<file path="src/common/dcache_cfg.svh">
`ifndef DCACHE_CFG_SVH
`define DCACHE_CFG_SVH

// cache geometry, 2-way, 8 sets, 2 words per block
`define DC_SETS 8             // sets per way
`define DC_WAYS 2             // ways per set
`define DC_WORD_W 32          // data and address width
`define DC_BLOCK_WORDS 2      // words per block

// address split: tag | index | block offset | byte offset
`define DC_IDX_W 3            // log2 of DC_SETS
`define DC_TAG_W 26           // what is left above index and offsets
`define DC_FLUSH_ADDR_LSB 2   // byte offset bits, always zero on the bus

`endif

</file>
<file path="src/common/dcache_geom_pkg.sv">
`include "dcache_cfg.svh"

package dcache_geom_pkg;

  typedef logic [`DC_WORD_W-1:0] word_t;  // one data word
  typedef logic [`DC_TAG_W-1:0]  tag_t;   // tag field
  typedef logic [`DC_IDX_W-1:0]  index_t; // set index

  // way number, 1 bit for two ways
  typedef logic [$clog2(`DC_WAYS)-1:0] way_sel_t;

  // processor byte address
  typedef struct packed {
    tag_t                                 tag;
    index_t                               idx;
    logic [$clog2(`DC_BLOCK_WORDS)-1:0]   blkoff;  // word within block
    logic [`DC_FLUSH_ADDR_LSB-1:0]        bytoff;  // byte within word
  } dc_addr_t;

  // one stored line, 92 bits
  typedef struct packed {
    tag_t                          tag;
    word_t [`DC_BLOCK_WORDS-1:0]   block;  // block[0] is the low word
    logic                          valid;
    logic                          dirty;  // at least one word differs from memory
  } line_t;

endpackage

</file>
<file path="src/common/dcache_ctrl_pkg.sv">
package dcache_ctrl_pkg;

  // controller states
  typedef enum logic [3:0] {
    IDLE,       // lookup, hits answered here
    WB0,        // victim low word to memory
    WB1,        // victim high word to memory
    FILL0,      // fetch low word
    FILL1,      // fetch high word
    FLUSH_W0L,  // flush way 0 low word
    FLUSH_W0H,
    FLUSH_W1L,
    FLUSH_W1H,  // last step of a set, index moves on
    FLUSHED     // array empty, parked until reset
  } dc_state_e;

  // write commands into the array
  typedef enum logic [2:0] {
    NONE,
    HIT_WRITE,  // processor word into hit way, set dirty
    FILL_WORD,  // fetched word into victim, valid low
    FILL_LAST,  // last fetched word, valid high
    CLEAN,      // victim written back, drop dirty
    CLEAR_ALL   // invalidate every line
  } arr_cmd_e;

endpackage

</file>
<file path="src/dcache/dcache_array.sv">
`include "dcache_cfg.svh"

module dcache_array (
  input  logic                      CLK,
  input  logic                      nRST,
  input  logic                      dmemREN,
  input  logic                      dmemWEN,
  input  dcache_geom_pkg::dc_addr_t dmemaddr,
  input  dcache_geom_pkg::word_t    dmemstore,
  input  dcache_ctrl_pkg::arr_cmd_e arr_cmd,
  input  logic                      arr_word_sel,
  input  dcache_geom_pkg::word_t    arr_wdata,
  input  dcache_geom_pkg::index_t   flush_index,
  output logic                      hit,
  output dcache_geom_pkg::word_t    dmemload,
  output logic                      victim_dirty,
  output dcache_geom_pkg::tag_t     victim_tag,
  output dcache_geom_pkg::word_t    victim_word0,
  output dcache_geom_pkg::word_t    victim_word1,
  output dcache_geom_pkg::line_t    flush_line_w0,
  output dcache_geom_pkg::line_t    flush_line_w1
);

  // tag and data storage
  dcache_geom_pkg::tag_t     tag_q  [`DC_WAYS][`DC_SETS];
  dcache_geom_pkg::word_t    data_q [`DC_WAYS][`DC_SETS][`DC_BLOCK_WORDS];
  // line state
  logic                      valid_q [`DC_WAYS][`DC_SETS];
  logic                      dirty_q [`DC_WAYS][`DC_SETS];
  dcache_geom_pkg::way_sel_t lru_q   [`DC_SETS];  // way to evict next

  dcache_geom_pkg::index_t   idx;
  dcache_geom_pkg::way_sel_t hit_way;
  dcache_geom_pkg::way_sel_t victim;
  logic [`DC_WAYS-1:0]       way_hit;
  logic                      req;

  assign idx    = dmemaddr.idx;
  assign req    = dmemREN | dmemWEN;  // no lookup without a request
  assign victim = lru_q[idx];

  // tag compare on every way of the addressed set
  always_comb begin
    hit_way = '0;
    for (int w = 0; w < `DC_WAYS; w++) begin
      way_hit[w] = req && valid_q[w][idx] && (tag_q[w][idx] == dmemaddr.tag);
      if (way_hit[w]) hit_way = dcache_geom_pkg::way_sel_t'(w);
    end
  end

  assign hit      = |way_hit;
  assign dmemload = hit ? data_q[hit_way][idx][dmemaddr.blkoff] : '0;

  // victim description for write-back
  assign victim_dirty = valid_q[victim][idx] && dirty_q[victim][idx];
  assign victim_tag   = tag_q[victim][idx];
  assign victim_word0 = data_q[victim][idx][0];
  assign victim_word1 = data_q[victim][idx][1];

  // both lines of the set under flush
  always_comb begin
    flush_line_w0.tag   = tag_q[0][flush_index];
    flush_line_w0.valid = valid_q[0][flush_index];
    flush_line_w0.dirty = dirty_q[0][flush_index];
    flush_line_w1.tag   = tag_q[1][flush_index];
    flush_line_w1.valid = valid_q[1][flush_index];
    flush_line_w1.dirty = dirty_q[1][flush_index];
    for (int b = 0; b < `DC_BLOCK_WORDS; b++) begin
      flush_line_w0.block[b] = data_q[0][flush_index][b];
      flush_line_w1.block[b] = data_q[1][flush_index][b];
    end
  end

  // payload write port
  always_ff @(posedge CLK) begin
    case (arr_cmd)
      dcache_ctrl_pkg::HIT_WRITE: begin
        if (hit) data_q[hit_way][idx][dmemaddr.blkoff] <= dmemstore;
      end
      dcache_ctrl_pkg::FILL_WORD, dcache_ctrl_pkg::FILL_LAST: begin
        tag_q[victim][idx]                <= dmemaddr.tag;  // new owner of the line
        data_q[victim][idx][arr_word_sel] <= arr_wdata;
      end
      default: ;
    endcase
  end

  // valid, dirty and lru
  always_ff @(posedge CLK, negedge nRST) begin
    if (!nRST) begin
      for (int s = 0; s < `DC_SETS; s++) begin
        lru_q[s] <= '0;
        for (int w = 0; w < `DC_WAYS; w++) begin
          valid_q[w][s] <= 1'b0;
          dirty_q[w][s] <= 1'b0;
        end
      end
    end else begin
      if (hit) lru_q[idx] <= ~hit_way;  // the way not hit goes next
      case (arr_cmd)
        dcache_ctrl_pkg::HIT_WRITE: begin
          if (hit) dirty_q[hit_way][idx] <= 1'b1;
        end
        dcache_ctrl_pkg::FILL_WORD: begin
          valid_q[victim][idx] <= 1'b0;  // half a block is not usable yet
          dirty_q[victim][idx] <= 1'b0;
        end
        dcache_ctrl_pkg::FILL_LAST: begin
          valid_q[victim][idx] <= 1'b1;
          dirty_q[victim][idx] <= 1'b0;
        end
        dcache_ctrl_pkg::CLEAN: dirty_q[victim][idx] <= 1'b0;
        dcache_ctrl_pkg::CLEAR_ALL: begin
          for (int s = 0; s < `DC_SETS; s++) begin
            lru_q[s] <= '0;
            for (int w = 0; w < `DC_WAYS; w++) begin
              valid_q[w][s] <= 1'b0;
              dirty_q[w][s] <= 1'b0;
            end
          end
        end
        default: ;
      endcase
    end
  end

  // fills only go to a missing block, so one address lives in one way at most
  a_one_way_hit: assert property (@(posedge CLK) disable iff (!nRST)
    $onehot0(way_hit));

endmodule

</file>
<file path="src/dcache/dcache_ctrl.sv">
`include "dcache_cfg.svh"

module dcache_ctrl (
  input  logic                      CLK,
  input  logic                      nRST,
  input  logic                      dmemREN,
  input  logic                      dmemWEN,
  input  logic                      halt,
  input  logic                      hit,
  input  dcache_geom_pkg::dc_addr_t dmemaddr,
  input  dcache_geom_pkg::word_t    dmemstore,
  input  logic                      victim_dirty,
  input  dcache_geom_pkg::tag_t     victim_tag,
  input  dcache_geom_pkg::word_t    victim_word0,
  input  dcache_geom_pkg::word_t    victim_word1,
  input  dcache_geom_pkg::line_t    flush_line_w0,
  input  dcache_geom_pkg::line_t    flush_line_w1,
  input  dcache_geom_pkg::word_t    wb_dat_i,
  input  logic                      wb_ack,
  output dcache_ctrl_pkg::arr_cmd_e arr_cmd,
  output logic                      arr_word_sel,
  output dcache_geom_pkg::word_t    arr_wdata,
  output dcache_geom_pkg::index_t   flush_index,
  output logic                      wb_cyc,
  output logic                      wb_stb,
  output logic                      wb_we,
  output dcache_geom_pkg::word_t    wb_adr,
  output dcache_geom_pkg::word_t    wb_dat_o,
  output logic                      flushed
);

  dcache_ctrl_pkg::dc_state_e state_q, state_d;
  dcache_geom_pkg::index_t    flush_idx_q;
  dcache_geom_pkg::line_t     flush_line;
  dcache_geom_pkg::dc_addr_t  bus_addr;
  logic                       req;
  logic                       miss_busy;
  logic                       flush_way;   // 0: way 0, 1: way 1
  logic                       flush_word;  // 0: low word, 1: high word
  logic                       step_dirty;
  logic                       flush_inc;

  assign req       = dmemREN | dmemWEN;
  assign miss_busy = state_q inside {dcache_ctrl_pkg::WB0, dcache_ctrl_pkg::WB1,
                                     dcache_ctrl_pkg::FILL0, dcache_ctrl_pkg::FILL1};

  // flush step decode
  assign flush_way  = state_q inside {dcache_ctrl_pkg::FLUSH_W1L, dcache_ctrl_pkg::FLUSH_W1H};
  assign flush_word = state_q inside {dcache_ctrl_pkg::FLUSH_W0H, dcache_ctrl_pkg::FLUSH_W1H};
  assign flush_line = flush_way ? flush_line_w1 : flush_line_w0;
  assign step_dirty = flush_line.valid && flush_line.dirty;  // clean words skip the bus

  always_comb begin
    state_d      = state_q;
    arr_cmd      = dcache_ctrl_pkg::NONE;
    arr_word_sel = 1'b0;
    wb_cyc       = 1'b0;
    wb_we        = 1'b0;
    wb_dat_o     = '0;
    bus_addr     = '0;  // byte offset stays zero
    flush_inc    = 1'b0;

    case (state_q)
      dcache_ctrl_pkg::IDLE: begin
        if (halt) begin
          state_d = dcache_ctrl_pkg::FLUSH_W0L;
        end else if (req && !hit) begin
          state_d = victim_dirty ? dcache_ctrl_pkg::WB0 : dcache_ctrl_pkg::FILL0;
        end else if (dmemWEN && hit) begin
          arr_cmd = dcache_ctrl_pkg::HIT_WRITE;  // lands at the next edge
        end
      end

      // write-back, address rebuilt from the victim tag
      dcache_ctrl_pkg::WB0: begin
        wb_cyc       = 1'b1;
        wb_we        = 1'b1;
        bus_addr.tag = victim_tag;
        bus_addr.idx = dmemaddr.idx;
        wb_dat_o     = victim_word0;
        if (wb_ack) state_d = dcache_ctrl_pkg::WB1;
      end
      dcache_ctrl_pkg::WB1: begin
        wb_cyc          = 1'b1;
        wb_we           = 1'b1;
        bus_addr.tag    = victim_tag;
        bus_addr.idx    = dmemaddr.idx;
        bus_addr.blkoff = 1'b1;
        wb_dat_o        = victim_word1;
        if (wb_ack) begin
          arr_cmd = dcache_ctrl_pkg::CLEAN;
          state_d = dcache_ctrl_pkg::FILL0;
        end
      end

      // fill, address from the pending request
      dcache_ctrl_pkg::FILL0: begin
        wb_cyc       = 1'b1;
        bus_addr.tag = dmemaddr.tag;
        bus_addr.idx = dmemaddr.idx;
        if (wb_ack) begin
          arr_cmd = dcache_ctrl_pkg::FILL_WORD;
          state_d = dcache_ctrl_pkg::FILL1;
        end
      end
      dcache_ctrl_pkg::FILL1: begin
        wb_cyc          = 1'b1;
        bus_addr.tag    = dmemaddr.tag;
        bus_addr.idx    = dmemaddr.idx;
        bus_addr.blkoff = 1'b1;
        arr_word_sel    = 1'b1;
        if (wb_ack) begin
          arr_cmd = dcache_ctrl_pkg::FILL_LAST;  // line valid, request hits in IDLE
          state_d = dcache_ctrl_pkg::IDLE;
        end
      end

      dcache_ctrl_pkg::FLUSH_W0L, dcache_ctrl_pkg::FLUSH_W0H,
      dcache_ctrl_pkg::FLUSH_W1L, dcache_ctrl_pkg::FLUSH_W1H: begin
        wb_cyc          = step_dirty;
        wb_we           = step_dirty;
        bus_addr.tag    = flush_line.tag;
        bus_addr.idx    = flush_idx_q;
        bus_addr.blkoff = flush_word;
        wb_dat_o        = flush_line.block[flush_word];
        if (!step_dirty || wb_ack) begin
          case (state_q)
            dcache_ctrl_pkg::FLUSH_W0L: state_d = dcache_ctrl_pkg::FLUSH_W0H;
            dcache_ctrl_pkg::FLUSH_W0H: state_d = dcache_ctrl_pkg::FLUSH_W1L;
            dcache_ctrl_pkg::FLUSH_W1L: state_d = dcache_ctrl_pkg::FLUSH_W1H;
            default: begin
              flush_inc = 1'b1;
              if (flush_idx_q == dcache_geom_pkg::index_t'(`DC_SETS - 1)) begin
                arr_cmd = dcache_ctrl_pkg::CLEAR_ALL;  // last set done
                state_d = dcache_ctrl_pkg::FLUSHED;
              end else begin
                state_d = dcache_ctrl_pkg::FLUSH_W0L;
              end
            end
          endcase
        end
      end

      dcache_ctrl_pkg::FLUSHED: state_d = dcache_ctrl_pkg::FLUSHED;  // only reset leaves
      default: state_d = dcache_ctrl_pkg::IDLE;
    endcase
  end

  assign wb_stb      = wb_cyc;     // single transfer per cycle
  assign wb_adr      = bus_addr;
  assign arr_wdata   = wb_dat_i;   // only read data is written by command
  assign flush_index = flush_idx_q;
  assign flushed     = (state_q == dcache_ctrl_pkg::FLUSHED);

  always_ff @(posedge CLK, negedge nRST) begin
    if (!nRST) begin
      state_q     <= dcache_ctrl_pkg::IDLE;
      flush_idx_q <= '0;
    end else begin
      state_q <= state_d;
      if (flush_inc) flush_idx_q <= flush_idx_q + 1'b1;  // wraps to 0 after the last set
    end
  end

  // classic handshake, master holds everything until ack
  a_bus_hold: assert property (@(posedge CLK) disable iff (!nRST)
    wb_stb && !wb_ack |=> wb_stb && $stable(wb_adr) && $stable(wb_we) && $stable(wb_dat_o));

  // miss handling relies on the processor holding its request
  a_req_hold: assert property (@(posedge CLK) disable iff (!nRST)
    miss_busy |=> $stable(dmemaddr) && (!dmemWEN || $stable(dmemstore)));

endmodule

</file>
<file path="src/dcache/dcache.sv">
module dcache (
  input  logic                     CLK,
  input  logic                     nRST,
  // processor side
  input  logic                     dmemREN,
  input  logic                     dmemWEN,
  input  logic                     halt,
  input  dcache_geom_pkg::dc_addr_t dmemaddr,
  input  dcache_geom_pkg::word_t   dmemstore,
  output logic                     dhit,
  output logic                     flushed,
  output dcache_geom_pkg::word_t   dmemload,
  // wishbone classic master
  input  dcache_geom_pkg::word_t   wb_dat_i,
  input  logic                     wb_ack,
  output logic                     wb_cyc,
  output logic                     wb_stb,
  output logic                     wb_we,
  output dcache_geom_pkg::word_t   wb_adr,
  output dcache_geom_pkg::word_t   wb_dat_o
);

  // controller to array
  dcache_ctrl_pkg::arr_cmd_e arr_cmd;
  logic                      arr_word_sel;
  dcache_geom_pkg::word_t    arr_wdata;
  dcache_geom_pkg::index_t   flush_index;

  // array to controller
  logic                      hit;
  logic                      victim_dirty;
  dcache_geom_pkg::tag_t     victim_tag;
  dcache_geom_pkg::word_t    victim_word0;
  dcache_geom_pkg::word_t    victim_word1;
  dcache_geom_pkg::line_t    flush_line_w0;
  dcache_geom_pkg::line_t    flush_line_w1;

  assign dhit = hit;  // hits are answered straight from the lookup

  dcache_array u_array (
    .CLK           (CLK),
    .nRST          (nRST),
    .dmemREN       (dmemREN),
    .dmemWEN       (dmemWEN),
    .dmemaddr      (dmemaddr),
    .dmemstore     (dmemstore),
    .arr_cmd       (arr_cmd),
    .arr_word_sel  (arr_word_sel),
    .arr_wdata     (arr_wdata),
    .flush_index   (flush_index),
    .hit           (hit),
    .dmemload      (dmemload),
    .victim_dirty  (victim_dirty),
    .victim_tag    (victim_tag),
    .victim_word0  (victim_word0),
    .victim_word1  (victim_word1),
    .flush_line_w0 (flush_line_w0),
    .flush_line_w1 (flush_line_w1)
  );

  dcache_ctrl u_ctrl (
    .CLK           (CLK),
    .nRST          (nRST),
    .dmemREN       (dmemREN),
    .dmemWEN       (dmemWEN),
    .halt          (halt),
    .hit           (hit),
    .dmemaddr      (dmemaddr),
    .dmemstore     (dmemstore),
    .victim_dirty  (victim_dirty),
    .victim_tag    (victim_tag),
    .victim_word0  (victim_word0),
    .victim_word1  (victim_word1),
    .flush_line_w0 (flush_line_w0),
    .flush_line_w1 (flush_line_w1),
    .wb_dat_i      (wb_dat_i),
    .wb_ack        (wb_ack),
    .arr_cmd       (arr_cmd),
    .arr_word_sel  (arr_word_sel),
    .arr_wdata     (arr_wdata),
    .flush_index   (flush_index),
    .wb_cyc        (wb_cyc),
    .wb_stb        (wb_stb),
    .wb_we         (wb_we),
    .wb_adr        (wb_adr),
    .wb_dat_o      (wb_dat_o),
    .flushed       (flushed)
  );

endmodule

</file>
<file path="config.mk">
export PLATFORM = sky130hd
export DESIGN_NAME = dcache
export DESIGN_NICKNAME = d
export VERILOG_FILES = /design/src/common/dcache_geom_pkg.sv /design/src/common/dcache_ctrl_pkg.sv /design/src/dcache/dcache_array.sv /design/src/dcache/dcache_ctrl.sv /design/src/dcache/dcache.sv
export VERILOG_INCLUDE_DIRS = /design/src /design/src/common
export SDC_FILE = /design/constraint.sdc
export NUM_CORES = 2
export LEC_CHECK = 0
export BUFFER_PORTS_ARGS = -buffer_cell sky130_fd_sc_hd__clkbuf_2
export CORE_UTILIZATION = 55
export CTS_CLUSTER_SIZE = 24
export DETAILED_ROUTE_END_ITERATION = 10
export PLACE_DENSITY = 0.72
export SLEW_MARGIN = 10
export SYNTH_ARGS = -nofsm -noshare
export SYNTH_HDL_FRONTEND = slang
export SYNTH_HIERARCHICAL = 1
export SYNTH_SLANG_ARGS = --single-unit
</file>
<file path="constraint.sdc">
create_clock -name CLK -period 6.1 [get_ports CLK]
set_input_delay 1.22 -clock CLK [delete_from_list [all_inputs] [get_ports CLK]]
set_output_delay 1.22 -clock CLK [all_outputs]
set_load 0.02 [all_outputs]
</file>
== Word-level counts from Yosys, hierarchy flattened ==
Memories as Yosys holds them, arrays and structs flattened.
Index checks and enable logic that the tools add are counted.
Word-level totals
  memories kept: 2
  input bits: 102
  register bits after elaboration: 47
  memory bits (writable): 1440
  word-level logic and storage cells: 257
  output and inout port bits: 101
Cells by class
  mux-type cells: 129
  reduce and logical (&&, ||, !) cells: 34
  $lt $le $gt $ge: 12
  equal/unequal tests: 24
  bitwise gates (word level): 13
  add/sub/neg operators: 1
Memory list
  u_array.data_q: words 2, width 512, rd ports 4, clocked after memory_dff 0, write ports 1, RTL line dcache_array.sv:26  | dcache_geom_pkg::word_t data_q [`DC_WAYS][`DC_SETS][`DC_BLOCK_WORDS];
  u_array.tag_q: words 2, width 208, rd ports 3, clocked after memory_dff 0, write ports 1, RTL line dcache_array.sv:25  | dcache_geom_pkg::tag_t tag_q [`DC_WAYS][`DC_SETS];
Operators with widths (count)
  two-way mux 512 bit: 4
  binary-select mux 64 bit (select 3 bit): 4
  two-way mux 64 bit: 10
  OR reduction 512 bit: 1
  binary-select mux 26 bit (select 3 bit): 5
  demux 64 bit (select 3 bit): 2
  two-way mux 26 bit: 11
  two-way mux 32 bit: 8
  two-way mux 208 bit: 1
  case mux 16 bit (3 select lines): 2
  case mux 32 bit (3 select lines): 1
  two-way mux 92 bit: 1
  case mux 29 bit (3 select lines): 1
  two-way mux 8 bit: 10
  demux 26 bit (select 3 bit): 1
  demux 32 bit (select 1 bit): 2
  equality test 26 bit: 2
  bitwise AND 16 bit: 2
  two-way mux 4 bit: 8
  OR 16 bit: 2
  two-way mux 1 bit: 29
  case mux 4 bit (7 select lines): 1
  binary-select mux 1 bit (select 3 bit): 9
  two-way mux 3 bit: 6
  40 further kinds: 90

== Logic depth before layout (Yosys ltp) ==
  depth after elaboration: 18
  depth in mapped cells: 22
  gate-level depth less buffers: 16

== Modules after synthesis ==
Netlist, hierarchy kept.
Modules (own cells, without submodules)
  dcache_array: cells each 5141, sequential area each 44242.4 um2, area each 77331.7 um2, instances 1
  dcache_ctrl: cells each 369, sequential area each 175.2 um2, area each 2840.2 um2, instances 1

== Worst setup path before layout ==
Ideal clock, no wire load.
  path type: input -> register
  from: input dmemaddr[5] in the netlist's numbering
  to: memory u_array/data_q[1][0] in the netlist's numbering, enable pin
  data arrival time: 6.333 ns
  cell stages on the path: 19
  data required time: 5.679 ns
  buffers on the path: 5
  path slack: -0.654 ns
  cell sequence: buf_2 -> buf_2 -> buf_1 -> buf_2 -> mux4_2 -> mux2i_1 -> xnor2_1 -> nor4_1 -> nand4_1 -> nor4_4 -> nor2_1 -> inv_1 -> nand4_1 -> nand3_1 -> nor3b_1 -> nand2_1 -> o2bb2a_1 -> clkbuf_1 -> nor2_1
On the way
  longest elaborated chain between the ends: 18
  elaborated cells on any way between the ends: 50
  classes of those cells: order compare: 2; eq/ne: 5; mux: 31; bitwise: 1; reduce/logical: 11
RTL lines
  start: declaration: RTL line dcache.sv:8  | input dcache_geom_pkg::dc_addr_t dmemaddr,
  inverter 3 -> 4 bit (not written as such) (*): RTL line dcache_array.sv:46  | way_hit[w] = req && valid_q[w][idx] && (tag_q[w][idx] == dmemaddr.tag);
  binary-select mux 26 bit (select 3 bit) or binary-select mux 1 bit (select 3 bit) (tied branches): RTL line dcache_array.sv:46
  two-way mux 26 bit (not written as such) or two-way mux 1 bit (tied branches) (2 in series): RTL line dcache_array.sv:46
  equality test 26 bit or logical AND 1 bit (tied branches): RTL line dcache_array.sv:46
  logical AND 1 bit: RTL line dcache_array.sv:46
  OR reduction 2 bit (*): RTL line dcache_array.sv:51  | assign hit = |way_hit;
  net dhit: RTL line dcache.sv:10  | output logic dhit,
  logical AND 1 bit or zero test 1 bit (tied branches): RTL line dcache_ctrl.sv:69, dcache_ctrl.sv:67
  [... 3 more ...]
  case mux 3 bit (5 select lines) (*): RTL line dcache_ctrl.sv:63  | case (state_q)
  net arr_cmd[0]: RTL line dcache.sv:24  | dcache_ctrl_pkg::arr_cmd_e arr_cmd;
  equality test 3 x 2 -> 1 bit: RTL line dcache_array.sv:76  | case (arr_cmd)
  OR reduction 2 bit: RTL line dcache_array.sv:76
  two-way mux 1 bit: RTL line dcache_array.sv:76
  two-way mux 512 bit (not written as such): RTL line dcache_array.sv:82  | data_q[victim][idx][arr_word_sel] <= arr_wdata;
  OR reduction 512 bit (no line)
  two-way mux 1 bit (no line) or two-way mux 512 bit (tied branches)
  end: declaration: RTL line dcache_array.sv:26
Mark *: on every way through the listed nets, which the timed path passes. The rest lies on a longest branch. The select of a mux whose other input is x is not followed.

== Worst setup path in the final report ==
  from: input dmemaddr[3] in the netlist's numbering
  to: output dmemload[15]
On the way
  longest elaborated chain between the ends: 15
  elaborated cells on any way between the ends: 29
  classes of those cells: eq/ne: 2; mux: 20; bitwise: 1; reduce/logical: 5; memory: 1
RTL lines
  inverter 3 -> 4 bit (not written as such) (*): RTL line dcache_array.sv:46, dcache_array.sv:52
  binary-select mux 26 bit (select 3 bit) or binary-select mux 1 bit (select 3 bit) (tied branches): RTL line dcache_array.sv:46
  two-way mux 26 bit (not written as such) or two-way mux 1 bit (tied branches) (2 in series): RTL line dcache_array.sv:46
  equality test 26 bit or logical AND 1 bit (tied branches): RTL line dcache_array.sv:46
  logical AND 1 bit: RTL line dcache_array.sv:46
  two-way mux 1 bit: RTL line dcache_array.sv:47  | if (way_hit[w]) hit_way = dcache_geom_pkg::way_sel_t'(w);
  memory (2 x 512 bit)
  binary-select mux 64 bit (select 3 bit): RTL line dcache_array.sv:52  | assign dmemload = hit ? data_q[hit_way][idx][dmemaddr.blkoff] : '0;
  two-way mux 64 bit (not written as such) (2 in series): RTL line dcache_array.sv:52
  two-way mux 32 bit (not written as such) (3 in series): RTL line dcache_array.sv:52
  two-way mux 32 bit (*): RTL line dcache_array.sv:52
  end: declaration: RTL line dcache.sv:12  | output dcache_geom_pkg::word_t dmemload,
Mark *: on every way between the ends. The rest lies on a longest branch, timed or not. The select of a mux whose other input is x is not followed.

==> metrics.log <==
[metrics] max-capacitance violation count: 0
[metrics] CP Class: in2out
[metrics] vias after detailed routing: 61643
[metrics] final cell utilization of the core: 0.670
[metrics] Max clock buf depth: 3
[metrics] normalized max-slew margin: 0.0829
[metrics] Static Leak: 33.9 nW
[metrics] required time at the endpoint of the critical path: 4880 ps
[metrics] Placement Cell Area: 88100 sq um
[metrics] clock insertion delay at the later pin of the skew report: 830 ps
[metrics] Initial DRC Count: 10662
[metrics] Syn-to-layout area delta: 20.4%
[metrics] R2R setup slack: 550 ps
[metrics] clock tree from TritonCTS: done
[metrics] total clock buffers created by CTS: 156
[metrics] Worst Tran Pin Value: 1380 ps
[metrics] most frequent standard cell in the layout excluding fill and tap cells: sky130_fd_sc_hd__edfxtp_1
[metrics] sequential element share of the synthesized area: 0.554
[metrics] largest net degree at the start of global routing: 121
[metrics] status: finished, violations left
[metrics] ANT nets after route: 0
[metrics] sum of net half-perimeters after detailed placement: 181000 um
[metrics] async set-or-reset flop fraction in the synthesized netlist: 0.0316
[metrics] synthesized instance count: 5510
[metrics] Port Buf Inserts: 198
[metrics] number of failing setup endpoints in the final timing report: 47
[metrics] peak ir drop on the vdd network: 0.449 mV
[metrics] DIE HEIGHT: 384 um
[metrics] Tmin final: 6620 ps
[metrics] cell at the root of the clock tree: sky130_fd_sc_hd__clkbuf_16
[metrics] Yosys top cell by area: sky130_fd_sc_hd__edfxtp_1
[metrics] violations in the final reports: negative setup slack
[metrics] Clock transition at path regs: 60 ps
[metrics] kind of end point of the critical path: output port
[metrics] Yosys warning total: 6
[metrics] Boundary Pins: 203
[metrics] Cell Pwr Density: 329 nW/um^2
[metrics] clock sinks: 1487
[metrics] RR Endpoint: u_array/data_q[1][317]$_DFFE_PP_
[metrics] dpl cells: 7719
[metrics] Data arrival, critical path: 5400 ps
[metrics] leading cell types in the layout, fill and taps excluded: sky130_fd_sc_hd__edfxtp_1, sky130_fd_sc_hd__nand2_1, sky130_fd_sc_hd__mux4_2, sky130_fd_sc_hd__buf_4, sky130_fd_sc_hd__mux2i_1
[metrics] Die Footprint: 147000 sq um
[metrics] unrepaired setup endpoints after global routing: yes
[metrics] Post-Syn Area per Cell: 14.6 sq um
[metrics] setup TNS after final layout: -13840 ps
[metrics] initial standard-cell utilization of the core: 0.556
[metrics] FMAX: 151 MHz
[metrics] mean routed wirelength per cell: 37.4 um
[metrics] total number of H-tree levels: 4
[metrics] ranking of synthesized cells by area: sky130_fd_sc_hd__edfxtp_1, sky130_fd_sc_hd__mux4_2, sky130_fd_sc_hd__mux2i_1
[metrics] post-route fraction of the period consumed by the critical path: 1.09
[metrics] placer congestion estimate: 0.934
[metrics] total routed wirelength: 305000 um
[metrics] Die Width: 384 um
[metrics] synthesis-stage register bit count: 1487
[metrics] DRT Pass-1 Iters: 7
[metrics] count of cells along the worst register-to-register path: 20
[metrics] Total Routing Usage GR: 0.403
[metrics] final standard cell area without fillers: 96500 sq um
[metrics] # hold bufs at CTS: 0
[metrics] cell area after technology mapping: 80200 sq um
[metrics] DRC violation count after routing: 0
[metrics] Critical Path Start Type: input pin
[metrics] Post-synth EDFFs: 1440
[metrics] most common flop cell mapped by yosys: sky130_fd_sc_hd__edfxtp_1
[metrics] path class of the lowest-slack min-delay path: in2async
[metrics] launching point of the worst reg2reg path: u_array/tag_q[1][5]$_DFFE_PP_
[metrics] number of antenna violations at the first check in global routing: 14
[metrics] CORE AREA: 144000 sq um
[metrics] total number of placement rows: 139
[metrics] share of cells above drive strength 1: 0.374
[metrics] total count of hold-check failures in the final report: 0
[metrics] post-detailed-route via-to-cell ratio: 7.56
[metrics] fin nets: 6213
[metrics] overflow left after global routing: 0
[metrics] worst-case clock skew: 40.2 ps
[metrics] Final Instance Count excl. Fillers: 8152
[metrics] number of global-route vias before repair: 59188
[metrics] Max FO, Critical Path: 7
[metrics] share of the synthesized area in the top cell type: 0.539
[metrics] number of pins with negative max-slew slack in the final report: 0
[metrics] number of distinct standard cells referenced by the synthesized netlist: 81
[metrics] first-pass GRT wire length: 422000 um
[metrics] Final Worst Setup Slack: -523 ps
worst max-delay path: stages:
cell and delay, ps:
sky130_fd_sc_hd__buf_16 130, sky130_fd_sc_hd__buf_12 140, sky130_fd_sc_hd__mux4_2 520, sky130_fd_sc_hd__mux2i_4 190
sky130_fd_sc_hd__xnor2_2 140, sky130_fd_sc_hd__nor4_4 380, sky130_fd_sc_hd__nand4_1 130, sky130_fd_sc_hd__buf_4 180
sky130_fd_sc_hd__or4_4 650, sky130_fd_sc_hd__buf_16 210, sky130_fd_sc_hd__buf_6 140, sky130_fd_sc_hd__mux2_2 280
sky130_fd_sc_hd__o22ai_1 170, sky130_fd_sc_hd__nor3_1 90, sky130_fd_sc_hd__a22oi_1 210, sky130_fd_sc_hd__o211ai_1 220
sky130_fd_sc_hd__buf_4 220, sky130_fd_sc_hd__buf_8 130
worst max path at each step:
stage | startpoint | to | slack, ps | cells past startpoint
after CTS | dmemaddr[3] | dmemload[15] | -380 | 19
after global routing | dmemaddr[3] | dmemload[15] | -510 | 18
after floorplan | dmemaddr[5] | u_array/data_q[1][100]$_DFFE_PP_ | -420 | 19
after detailed placement | dmemaddr[3] | dmemload[23] | -1080 | 18
final | dmemaddr[3] | dmemload[15] | -520 | 18
after global placement | dmemaddr[3] | dmemload[23] | -1020 | 18
cells in the mapped netlist, types with 5 or more instances:
| cell type | count |
|---|---|
| sky130_fd_sc_hd__mux2i_1 | 345 |
| sky130_fd_sc_hd__o2111ai_1 | 10 |
| sky130_fd_sc_hd__a221o_1 | 23 |
| sky130_fd_sc_hd__clkbuf_1 | 227 |
| sky130_fd_sc_hd__nor4_1 | 34 |
| sky130_fd_sc_hd__nor2_1 | 131 |
| sky130_fd_sc_hd__a22oi_1 | 123 |
| sky130_fd_sc_hd__o21a_1 | 6 |
| sky130_fd_sc_hd__or4_1 | 23 |
| sky130_fd_sc_hd__nor3_1 | 24 |
| sky130_fd_sc_hd__nand3_1 | 115 |
| sky130_fd_sc_hd__a221oi_1 | 12 |
| sky130_fd_sc_hd__buf_6 | 24 |
| sky130_fd_sc_hd__xor2_1 | 13 |
| sky130_fd_sc_hd__o221a_2 | 8 |
| sky130_fd_sc_hd__and3_1 | 9 |
| sky130_fd_sc_hd__inv_1 | 9 |
| sky130_fd_sc_hd__o21ai_0 | 98 |
| sky130_fd_sc_hd__o211ai_1 | 8 |
| sky130_fd_sc_hd__nor2b_1 | 10 |
| sky130_fd_sc_hd__a22o_1 | 14 |
| sky130_fd_sc_hd__a32oi_1 | 46 |
| sky130_fd_sc_hd__edfxtp_1 | 1440 |
| sky130_fd_sc_hd__o2bb2ai_1 | 5 |
| sky130_fd_sc_hd__nand2b_1 | 7 |
| sky130_fd_sc_hd__a32o_1 | 10 |
| sky130_fd_sc_hd__xnor2_1 | 35 |
| sky130_fd_sc_hd__buf_2 | 88 |
| sky130_fd_sc_hd__buf_4 | 50 |
| sky130_fd_sc_hd__nand2_1 | 906 |
| sky130_fd_sc_hd__a21oi_1 | 255 |
| sky130_fd_sc_hd__a31oi_1 | 39 |
| sky130_fd_sc_hd__a311oi_1 | 15 |
| sky130_fd_sc_hd__mux2_2 | 225 |
| sky130_fd_sc_hd__o22ai_1 | 98 |
| sky130_fd_sc_hd__a211oi_1 | 5 |
| sky130_fd_sc_hd__and2_1 | 6 |
| sky130_fd_sc_hd__o221ai_1 | 36 |
| sky130_fd_sc_hd__o21ai_1 | 24 |
| sky130_fd_sc_hd__buf_1 | 111 |
| sky130_fd_sc_hd__dfrtp_1 | 47 |
| sky130_fd_sc_hd__mux4_2 | 680 |
| sky130_fd_sc_hd__nand4_1 | 46 |
routing by layer:
metal  global-route usage  vias to the layer above  part of all wire
met5                    0                        -           0.00029
met3                0.133                     1579              0.17
li1                     -                    23521                 -
met4                0.256                       14             0.078
met1                0.516                    30369              0.32
met2                0.595                     6160              0.43
layout make-up:
| class | count | area [sq um] |
|---|---|---|
| Clock inverter | 92 | 905 |
| Sequential cell | 1487 | 44400 |
| Inverter | 10 | 42.5 |
| Timing Repair Buffer | 942 | 9730 |
| Fill cell | 9490 | 47600 |
| Multi-Input combinational cell | 3512 | 34900 |
| Tap cell | 1903 | 2380 |
| Clock buffer | 192 | 4090 |
| Antenna cell | 14 | 35.0 |
report_power, final:
part | internal (mW) | switching (mW)
clock | 5.35 | 4.14
sequential | 12.0 | 0.185
combinational | 3.93 | 6.24
total | 21.2 | 10.6
kinds of logic (layout without fill, tap and decap cells):
| logic type | after synthesis | in the layout | synth area share |
|---|---|---|---|
| compound gates | 863 | 863 | 0.0714 |
| xor+xnor | 48 | 48 | 0.00524 |
| fa+ha+maj | 2 | 2 | 0.000312 |
| buf+inv | 512 | 1236 | 0.0302 |
| flops | 1487 | 1487 | 0.554 |
| mux | 1255 | 1255 | 0.267 |
| other cells | 1 | 16 | 0.0000468 |
| simple gates | 1342 | 1342 | 0.0717 |
through the flow:
| step | power (mW) | setup WS, ps | hold WS (ps) |
|---|---|---|---|
| final | 31.8 | -523 | 477 |
| after global routing | 32.4 | -505 | 524 |
| after global placement | 21.7 | -1020 | 506 |
| after CTS | 31.2 | -384 | 492 |
| after floorplan | 18.2 | -416 | 479 |
| after detailed placement | 21.9 | -1080 | 513 |
state kept, by name (all words and copies together), names as in the netlist:
name                cells
u_array/dirty_q        16
u_array/data_q       1024
u_array/valid_q        16
u_ctrl/state_q          4
u_ctrl/flush_index      3
u_array/lru_q           8
u_array/tag_q         416
what timing repair did:
| item | 4_1_cts | 5_1_grt |
|---|---|---|
| pin swaps | 62 | 73 |
| resized for setup | 197 | 196 |
| buffers inserted | 58 | 56 |
| cloned | 17 | 13 |
| endpoints found under the setup margin | 80 | 62 |
| endpoints found under the hold margin | 0 | 0 |
(Power assumes the default switching activity.)
